**config.mk**
```make
export PLATFORM = sky130hd
export DESIGN_NAME = stream_source
export DESIGN_NICKNAME = d
export VERILOG_FILES = /design/src/hdl/stream_source_pkg.sv /design/src/hdl/stream_source.sv /design/src/hdl/stream_source_ctrl.sv /design/src/hdl/stream_merge.sv /design/src/hdl/tcdm_port_capture.sv /design/src/hdl/source_addressgen.sv
export VERILOG_INCLUDE_DIRS = /design/src /design/src/include
export SDC_FILE = /design/constraint.sdc
export NUM_CORES = 1
export LEC_CHECK = 0
export ABC_AREA = 1
export ABC_CLOCK_PERIOD_IN_PS = 4700
export BUFFER_PORTS_ARGS = -buffer_cell sky130_fd_sc_hd__buf_2
export CAP_MARGIN = 40
export CELL_PAD_IN_SITES_DETAIL_PLACEMENT = 2
export CELL_PAD_IN_SITES_GLOBAL_PLACEMENT = 2
export CORE_MARGIN = 1
export CORE_UTILIZATION = 28
export CTS_BUF_LIST = sky130_fd_sc_hd__clkbuf_16
export DETAILED_ROUTE_END_ITERATION = 6
export PLACE_DENSITY = 0.92
export SLEW_MARGIN = 10
export SYNTH_ARGS = -nofsm -noshare
export SYNTH_HDL_FRONTEND = slang
export SYNTH_HIERARCHICAL = 1
export SYNTH_SLANG_ARGS = --single-unit
```
**constraint.sdc**
```tcl
create_clock -name clk_i -period 4.7 [get_ports clk_i]
set_input_delay 1.41 -clock clk_i [delete_from_list [all_inputs] [get_ports clk_i]]
set_output_delay 1.41 -clock clk_i [all_outputs]
set_load 0.01 [all_outputs]
```
**src/include/source_params.svh**
```systemverilog
/*
 * stream source parameters
 * port count, word, address and counter widths shared by RTL and testbench
 */
`ifndef SOURCE_PARAMS_SVH
`define SOURCE_PARAMS_SVH

`define SRC_NB_PORTS  2
`define SRC_WORD_W    32
`define SRC_ADDR_W    32
`define SRC_CNT_W     16

// one stream beat carries one word per port
`define SRC_STREAM_W  (`SRC_NB_PORTS * `SRC_WORD_W)

`endif
```
**src/hdl/stream_source_pkg.sv**
```systemverilog
/*
 * stream source package
 * controller state and TCDM word/address types
 */
`default_nettype none

`include "source_params.svh"

package stream_source_pkg;

  typedef enum logic {
    SRC_IDLE    = 1'b0,
    SRC_WORKING = 1'b1
  } source_state_e;

  typedef logic [`SRC_WORD_W-1:0] tcdm_word_t;
  typedef logic [`SRC_ADDR_W-1:0] tcdm_addr_t;  // byte address

endpackage

`default_nettype wire

```
**src/hdl/stream_source.sv**
```systemverilog
/*
 * memory-to-stream source
 * reads strided word pairs from the TCDM and emits them
 * as 64-bit valid/ready stream beats
 */
`timescale 1ns/1ps
`default_nettype none

`include "source_params.svh"

module stream_source (
  input  logic                                              clk_i,
  input  logic                                              rst_ni,
  // control
  input  logic                                              start_i,
  input  stream_source_pkg::tcdm_addr_t                     base_addr_i,
  input  logic [`SRC_CNT_W-1:0]                             trans_size_i,
  input  logic [`SRC_CNT_W-1:0]                             line_length_i,
  input  stream_source_pkg::tcdm_addr_t                     line_stride_i,
  output logic                                              ready_start_o,
  output logic                                              done_o,
  // TCDM ports
  output logic [`SRC_NB_PORTS-1:0]                          tcdm_req_o,
  output stream_source_pkg::tcdm_addr_t [`SRC_NB_PORTS-1:0] tcdm_add_o,
  input  logic [`SRC_NB_PORTS-1:0]                          tcdm_gnt_i,
  input  stream_source_pkg::tcdm_word_t [`SRC_NB_PORTS-1:0] tcdm_r_data_i,
  input  logic [`SRC_NB_PORTS-1:0]                          tcdm_r_valid_i,
  // stream out
  output logic                                              stream_valid_o,
  output logic [`SRC_STREAM_W-1:0]                          stream_data_o,
  input  logic                                              stream_ready_i
);

  import stream_source_pkg::*;

  logic       addr_en;
  logic       addr_clr;
  logic       in_progress;
  tcdm_addr_t gen_addr;

  logic [`SRC_NB_PORTS-1:0]       cap_valid;
  logic [`SRC_NB_PORTS-1:0]       cap_ready;
  tcdm_word_t [`SRC_NB_PORTS-1:0] cap_data;

  stream_source_ctrl u_ctrl (
    .clk_i          ( clk_i          ),
    .rst_ni         ( rst_ni         ),
    .start_i        ( start_i        ),
    .stream_ready_i ( stream_ready_i ),
    .tcdm_gnt_i     ( tcdm_gnt_i     ),
    .in_progress_i  ( in_progress    ),
    .tcdm_req_o     ( tcdm_req_o     ),
    .addr_en_o      ( addr_en        ),
    .addr_clr_o     ( addr_clr       ),
    .ready_start_o  ( ready_start_o  ),
    .done_o         ( done_o         )
  );

  source_addressgen u_addressgen (
    .clk_i         ( clk_i         ),
    .rst_ni        ( rst_ni        ),
    .enable_i      ( addr_en       ),
    .clear_i       ( addr_clr      ),
    .base_addr_i   ( base_addr_i   ),
    .trans_size_i  ( trans_size_i  ),
    .line_length_i ( line_length_i ),
    .line_stride_i ( line_stride_i ),
    .gen_addr_o    ( gen_addr      ),
    .in_progress_o ( in_progress   )
  );

  for (genvar k = 0; k < `SRC_NB_PORTS; k++) begin : g_port
    // port k reads word k of the beat
    assign tcdm_add_o[k] = gen_addr + tcdm_addr_t'(k * (`SRC_WORD_W / 8));

    tcdm_port_capture u_capture (
      .clk_i     ( clk_i             ),
      .rst_ni    ( rst_ni            ),
      .r_valid_i ( tcdm_r_valid_i[k] ),
      .r_data_i  ( tcdm_r_data_i[k]  ),
      .valid_o   ( cap_valid[k]      ),
      .data_o    ( cap_data[k]       ),
      .ready_i   ( cap_ready[k]      )
    );
  end

  stream_merge u_merge (
    .clk_i       ( clk_i          ),
    .rst_ni      ( rst_ni         ),
    .in_valid_i  ( cap_valid      ),
    .in_data_i   ( cap_data       ),
    .in_ready_o  ( cap_ready      ),
    .out_valid_o ( stream_valid_o ),
    .out_data_o  ( stream_data_o  ),
    .out_ready_i ( stream_ready_i )
  );

endmodule

`default_nettype wire

```
**src/hdl/stream_source_ctrl.sv**
```systemverilog
/*
 * stream source controller
 * idle/working FSM, per-port grant fence and TCDM request generation
 */
`timescale 1ns/1ps
`default_nettype none

`include "source_params.svh"

module stream_source_ctrl (
  input  logic                     clk_i,
  input  logic                     rst_ni,
  input  logic                     start_i,
  input  logic                     stream_ready_i,
  input  logic [`SRC_NB_PORTS-1:0] tcdm_gnt_i,
  input  logic                     in_progress_i,
  output logic [`SRC_NB_PORTS-1:0] tcdm_req_o,
  output logic                     addr_en_o,
  output logic                     addr_clr_o,
  output logic                     ready_start_o,
  output logic                     done_o
);

  import stream_source_pkg::*;

  source_state_e state_q;
  source_state_e state_d;

  logic [`SRC_NB_PORTS-1:0] fence_q;  // ports already granted this beat
  logic [`SRC_NB_PORTS-1:0] eff_gnt;
  logic                     issue;
  logic                     beat_done;

  // no requests while the stream is stalled
  assign issue      = (state_q == SRC_WORKING) & in_progress_i & stream_ready_i;
  assign tcdm_req_o = {`SRC_NB_PORTS{issue}} & ~fence_q;
  assign eff_gnt    = (tcdm_req_o & tcdm_gnt_i) | fence_q;
  assign beat_done  = issue & (&eff_gnt);
  assign addr_en_o  = beat_done;

  assign ready_start_o = (state_q == SRC_IDLE);
  assign done_o        = (state_q == SRC_WORKING) & ~in_progress_i;  // last beat granted
  assign addr_clr_o    = (ready_start_o & start_i) | done_o;

  always_comb begin
    state_d = state_q;
    case (state_q)
      SRC_IDLE: begin
        if (start_i) begin
          state_d = SRC_WORKING;
        end
      end
      SRC_WORKING: begin
        if (!in_progress_i) begin
          state_d = SRC_IDLE;
        end
      end
      default: state_d = SRC_IDLE;
    endcase
  end

  always_ff @(posedge clk_i or negedge rst_ni) begin
    if (!rst_ni) begin
      state_q <= SRC_IDLE;
    end else begin
      state_q <= state_d;
    end
  end

  always_ff @(posedge clk_i or negedge rst_ni) begin
    if (!rst_ni) begin
      fence_q <= '0;
    end else if (beat_done) begin
      fence_q <= '0;
    end else begin
      fence_q <= fence_q | (tcdm_req_o & tcdm_gnt_i);
    end
  end

endmodule

`default_nettype wire

```
**src/hdl/stream_merge.sv**
```systemverilog
/*
 * stream merge
 * joins the per-port word streams into one wide beat,
 * port k in lane k, once every port holds a valid word
 */
`timescale 1ns/1ps
`default_nettype none

`include "source_params.svh"

module stream_merge (
  input  logic                                             clk_i,
  input  logic                                             rst_ni,
  input  logic [`SRC_NB_PORTS-1:0]                         in_valid_i,
  input  stream_source_pkg::tcdm_word_t [`SRC_NB_PORTS-1:0] in_data_i,
  output logic [`SRC_NB_PORTS-1:0]                         in_ready_o,
  output logic                                             out_valid_o,
  output logic [`SRC_STREAM_W-1:0]                         out_data_o,
  input  logic                                             out_ready_i
);

  logic beat_taken;

  assign out_valid_o = &in_valid_i;
  assign out_data_o  = in_data_i;  // lane k is word k
  assign beat_taken  = out_valid_o & out_ready_i;
  assign in_ready_o  = {`SRC_NB_PORTS{beat_taken}};

  // beat must hold while stalled, relies on capture paths and request gating
  a_data_stable : assert property (
    @(posedge clk_i) disable iff (!rst_ni)
    (out_valid_o && !out_ready_i) |=> $stable(out_data_o)
  );

endmodule

`default_nettype wire

```
**src/hdl/tcdm_port_capture.sv**
```systemverilog
/*
 * TCDM response capture
 * forwards a live response, or holds it for a later beat
 * when the merge does not take it in its arrival cycle
 */
`timescale 1ns/1ps
`default_nettype none

`include "source_params.svh"

module tcdm_port_capture (
  input  logic                          clk_i,
  input  logic                          rst_ni,
  input  logic                          r_valid_i,
  input  stream_source_pkg::tcdm_word_t r_data_i,
  output logic                          valid_o,
  output stream_source_pkg::tcdm_word_t data_o,
  input  logic                          ready_i
);

  import stream_source_pkg::*;

  logic       hold_q;
  tcdm_word_t hold_data_q;

  assign valid_o = r_valid_i | hold_q;
  assign data_o  = r_valid_i ? r_data_i : hold_data_q;  // live word wins

  always_ff @(posedge clk_i or negedge rst_ni) begin
    if (!rst_ni) begin
      hold_q <= 1'b0;
    end else if (ready_i) begin
      hold_q <= 1'b0;
    end else if (r_valid_i) begin
      hold_q <= 1'b1;
    end
  end

  always_ff @(posedge clk_i) begin
    if (r_valid_i) begin
      hold_data_q <= r_data_i;
    end
  end

  // requests are only issued when the stream can drain the held word
  a_no_overrun : assert property (
    @(posedge clk_i) disable iff (!rst_ni)
    !(r_valid_i && hold_q)
  );

endmodule

`default_nettype wire

```
**src/hdl/source_addressgen.sv**
```systemverilog
/*
 * strided address generator
 * steps one beat per enable through lines of line_length beats,
 * jumping the line base by line_stride bytes at each line end
 */
`timescale 1ns/1ps
`default_nettype none

`include "source_params.svh"

module source_addressgen (
  input  logic                               clk_i,
  input  logic                               rst_ni,
  input  logic                               enable_i,
  input  logic                               clear_i,
  input  stream_source_pkg::tcdm_addr_t      base_addr_i,
  input  logic [`SRC_CNT_W-1:0]              trans_size_i,
  input  logic [`SRC_CNT_W-1:0]              line_length_i,
  input  stream_source_pkg::tcdm_addr_t      line_stride_i,
  output stream_source_pkg::tcdm_addr_t      gen_addr_o,
  output logic                               in_progress_o
);

  import stream_source_pkg::*;

  // bytes per beat
  localparam int unsigned STEP = `SRC_NB_PORTS * (`SRC_WORD_W / 8);

  logic [`SRC_CNT_W-1:0] word_cnt_q;   // beat index inside the line
  logic [`SRC_CNT_W-1:0] total_cnt_q;  // beats issued so far
  logic [`SRC_CNT_W-1:0] word_cnt_nxt;
  tcdm_addr_t            line_base_q;
  tcdm_addr_t            line_offset;

  assign word_cnt_nxt  = word_cnt_q + 1'b1;
  assign line_offset   = tcdm_addr_t'(word_cnt_q) * tcdm_addr_t'(STEP);
  assign gen_addr_o    = line_base_q + line_offset;
  assign in_progress_o = total_cnt_q < trans_size_i;

  always_ff @(posedge clk_i or negedge rst_ni) begin
    if (!rst_ni) begin
      word_cnt_q  <= '0;
      total_cnt_q <= '0;
      line_base_q <= '0;
    end else if (clear_i) begin
      word_cnt_q  <= '0;
      total_cnt_q <= '0;
      line_base_q <= base_addr_i;
    end else if (enable_i) begin
      total_cnt_q <= total_cnt_q + 1'b1;
      if (word_cnt_nxt == line_length_i) begin  // end of line
        word_cnt_q  <= '0;
        line_base_q <= line_base_q + line_stride_i;
      end else begin
        word_cnt_q <= word_cnt_nxt;
      end
    end
  end

  // the controller must stop stepping once the last beat is out
  a_no_enable_past_end : assert property (
    @(posedge clk_i) disable iff (!rst_ni)
    enable_i |-> in_progress_o
  );

endmodule

`default_nettype wire

```
==> key figures <==
Outcome
  • Status: finished, violations left
  • Failing checks: setup timing

STA
  • Crit share post-route: 112%
  • Fin. Hold Viols: 0
  • Min Tclk post-route: 5.26 ns
  • RSZ-0062 raised after global routing: true
  • Post-route setup slack: -0.564 ns
  • Worst clock skew: 0.0225 ns
  • Worst-Margin Slew: 0.786 ns
  • Worst relative slew slack: 47.6%
  • Max-slew violations: 0
  • Final setup fails: 21
  • Maximum clock rate: 0.190 GHz
  • Worst hold margin: 0.451 ns

Cells and area
  • Share of post-route cells with drive strength above 1: 28.9%
  • Filler cells: 4799
  • Util after Layout: 37.0%
  • Post-route cell area: 14700 sq um
  • Area of the multi-input gates: 7630 sq um
  • # nets final: 2283
  • Area Growth Syn to Fin: 30.4%
  • Sequential cell area: 3030 sq um

Power and ir drop
  • Leak pwr: 7.89 nW
  • Comb pwr share: 59.7%
  • Cell area power density: 518 nW/um^2
  • NetSw: 0.00391 W
  • Pint: 0.00368 W
  • Sequential Power Share: 23.1%
  • Worst vdd ir: 282 uV
  • Clock share of power: 17.2%
  • Sw Ratio: 51.5%

Synth
  • Syn avg cell area: 6.37 sq um
  • Leading register cell type out of synthesis: dfrtp_1
  • Synth cell types: 48
  • Post-synthesis instance total: 1764
  • Yosys reg bits: 133
  • Syn nets: 1999
  • Asr flop ratio synth: 51.9%
  • Ys Warns: 6
  • Number of flops mapped to enable cells by yosys: 0
  • Post-synthesis cell area: 11200 sq um
  • Sequential area share after synthesis: 26.7%

Drt
  • Via density: 5.26
  • Drc violations: 0
  • Initial DRC count: 638
  • First-pass iteration count of the detailed router: 7
  • Remaining antenna violation count: 0
  • DRT Wirelength: 61400 um
  • Routed vias: 13600
  • DR WL/cell: 23.7 um

Setup path
  • CP startpoint kind: register
  • Crit path DAT: 3.85 ns
  • Setup CP Type: reg -> out
  • CP max FO: 5
  • CP endpoint kind: output pin
  • R2R cell count: 16
  • Worst Path Required: 3.29 ns

Clock network
  • CTS Buf Count: 17
  • CTS root buf: clkbuf_16
  • CTS clk-pin slew, worst paths: 0.08 ns
  • Worst-case clock buffer depth: 2
  • H-tree Lvls: 4
  • CTS tree: done
  • CTS sink cnt: 133
  • CTS Hold Bufs: 0
  • Clk_lat worst skew: 0.46 ns

Global routing
  • Global-route wire length before repair: 84100 um
  • Pin count of the biggest net entering global routing: 54
  • Vias in the first global route: 15000
  • Met2 Usage GRT: 48.5%
  • Grt peak-use layer: met2
  • Initial antenna violation count: 3
  • GRT Resource Usage Total: 26.5%
  • GRT met3 Usage: 3.92%
  • Total grt overflow: 0
  • Met1 Resource Use GR: 29.1%

Flow run
  • Max cap viols: 0

Die
  • Rows: 73
  • Die W: 202 um
  • Starting density of the core: 28.4%
  • Core area: 39600 sq um
  • Die Height: 202 um
  • I/O pin count: 301
  • Full die area: 41000 sq um

Place
  • GP Congestion: 0.961
  • Post-DP HPWL: 40600 um
  • Placed cell areas: 12900 sq um
  • DP Worst Slack: -0.159 ns
  • Port bufs: 300

Hold path
  • Hold depth: 2
  • HP Class: reg -> reg
[cell type report]
cell class | count | share of cell area, %
Clock buffer | 17 | 2.90
Sequential cell | 133 | 20.7
Tap cell | 525 | 4.48
Antenna cell | 3 | 0.0512
Multi-Input combinational cell | 1344 | 52.0
Timing Repair Buffer | 373 | 14.4
Clock inverter | 15 | 0.810
Inverter | 179 | 4.68
[kinds of logic after synthesis]
logic type,after synthesis,share of synthesized area [%]
simple gates,1074,40.8
compound gates,146,7.07
xor+xnor,57,4.51
fa+ha+maj,67,7.59
buf+inv,287,13.3
flops,133,26.7
[critical path: stages (launching register included)]
cell and delay [ns]:
dfrtp_1 0.49, ha_1 0.46, nand2_1 0.19, o21ai_0 0.43
nand2_1 0.21, o2111ai_4 0.19, nand2_2 0.13, xnor2_2 0.17
buf_4 0.18, nand2_2 0.09, nor2_1 0.20, nand2_1 0.11
nor2_2 0.12, nand2_1 0.09, nand2_1 0.11, nand2_1 0.08
buf_2 0.15
[final timing paths]
path                                                startpoint  slack (ns)                             endpoint
setup / recovery                   u_addressgen/word_cnt_q[13]       -0.56                       tcdm_add_o[61]
setup reg to reg                    u_addressgen/word_cnt_q[0]        0.59         u_addressgen/line_base_q[10]
max in group asynchronous                               rst_ni        3.18          u_addressgen/word_cnt_q[10]
hold / removal             g_port[1].u_capture/hold_data_q[10]        0.45  g_port[1].u_capture/hold_data_q[10]
hold reg to reg            g_port[1].u_capture/hold_data_q[10]        0.45  g_port[1].u_capture/hold_data_q[10]
min in group asynchronous                               rst_ni        0.85         u_addressgen/line_base_q[29]
[flip-flops by register name, summed over array words and instances (netlist names)]
name / cells
u_addressgen/word_cnt_q: 16
g_port.u_capture/hold_data_q: 64
u_addressgen/line_base_q: 32
u_ctrl/fence_q: 2
g_port.u_capture/hold_q: 2
u_ctrl/state_q: 1
u_addressgen/total_cnt_q: 16
[through the flow]
step	setup TNS (ns)	total power, W	std cells
2_1_floorplan	0	0.00400	1764
3_3_place_gp	0	0.00517	2510
3_5_place_dp	-0.358	0.00543	2511
4_1_cts	-0.00478	0.00703	2558
5_1_grt	-9.45	0.00803	2589
6_report	-6.95	0.00759	2589
[metal layers]
layer	vias to the layer above	part of all wire, %
li1	6106	-
met1	6816	38
met2	493	52
met3	195	4.1
met4	0	6.2
met5	-	0
[placed cells by master, fill, tap and decap left out, types with 6 or more instances in the layout]
master / netlist / final
nand2_1: 705 / 672
buf_2: 1 / 299
inv_1: 172 / 171
nand3_1: 117 / 113
nor2_1: 126 / 98
buf_4: 78 / 68
dfxtp_1: 64 / 64
a21oi_1: 68 / 63
ha_1: 65 / 51
dfrtp_1: 69 / 49
o21ai_0: 53 / 46
nand2_2: 19 / 45
nand4_1: 37 / 37
nor2_4: 9 / 27
xnor2_1: 31 / 21
dfrtp_2: 0 / 20
nor3_1: 22 / 19
nor2_2: 7 / 17
clkbuf_16: 0 / 17
nand3b_1: 15 / 15
ha_4: 0 / 14
xor2_1: 25 / 13
nand2_4: 5 / 11
xor2_2: 1 / 8
xnor2_2: 0 / 7
o21bai_1: 8 / 7
inv_6: 0 / 6
[synth_stat cells, types with 3 or more instances]
master	n	area share, %
buf_6	11	1.1
dfxtp_1	64	11
nand2_1	705	24
nand3b_1	15	1.0
inv_1	172	5.7
o21bai_1	8	0.53
nand4_1	37	2.1
xor2_1	25	1.9
buf_4	78	5.2
clkbuf_1	14	0.47
nand2_2	19	1.1
nor2_2	7	0.39
ha_1	65	7.2
nor2_4	9	0.90
a21oi_1	68	3.0
nand3_1	117	5.2
o21ai_0	53	2.4
xnor2_1	31	2.4
nor2_1	126	4.2
dfrtp_1	69	15
a31oi_1	3	0.17
nor3_1	22	0.98
a21o_1	3	0.20
inv_2	3	0.10
nand2_4	5	0.50
[power groups by stage]
stage               Clock (W)  Combinational (W)  Sequential (W)
finish                0.00131            0.00453         0.00175
global route          0.00138            0.00488         0.00176
CTS                   0.00133            0.00399         0.00170
detailed placement          0            0.00375         0.00168
global placement            0            0.00352         0.00165
floorplan                   0            0.00247         0.00153
[what timing repair did]
item | CTS | global route
buffers inserted | 15 | 28
gates resized for setup | 83 | 115
pin swaps | 19 | 47
setup endpoints to repair | 24 | 27
gates cloned | 0 | 0
Note: power is estimated with default switching activity, not from simulation.
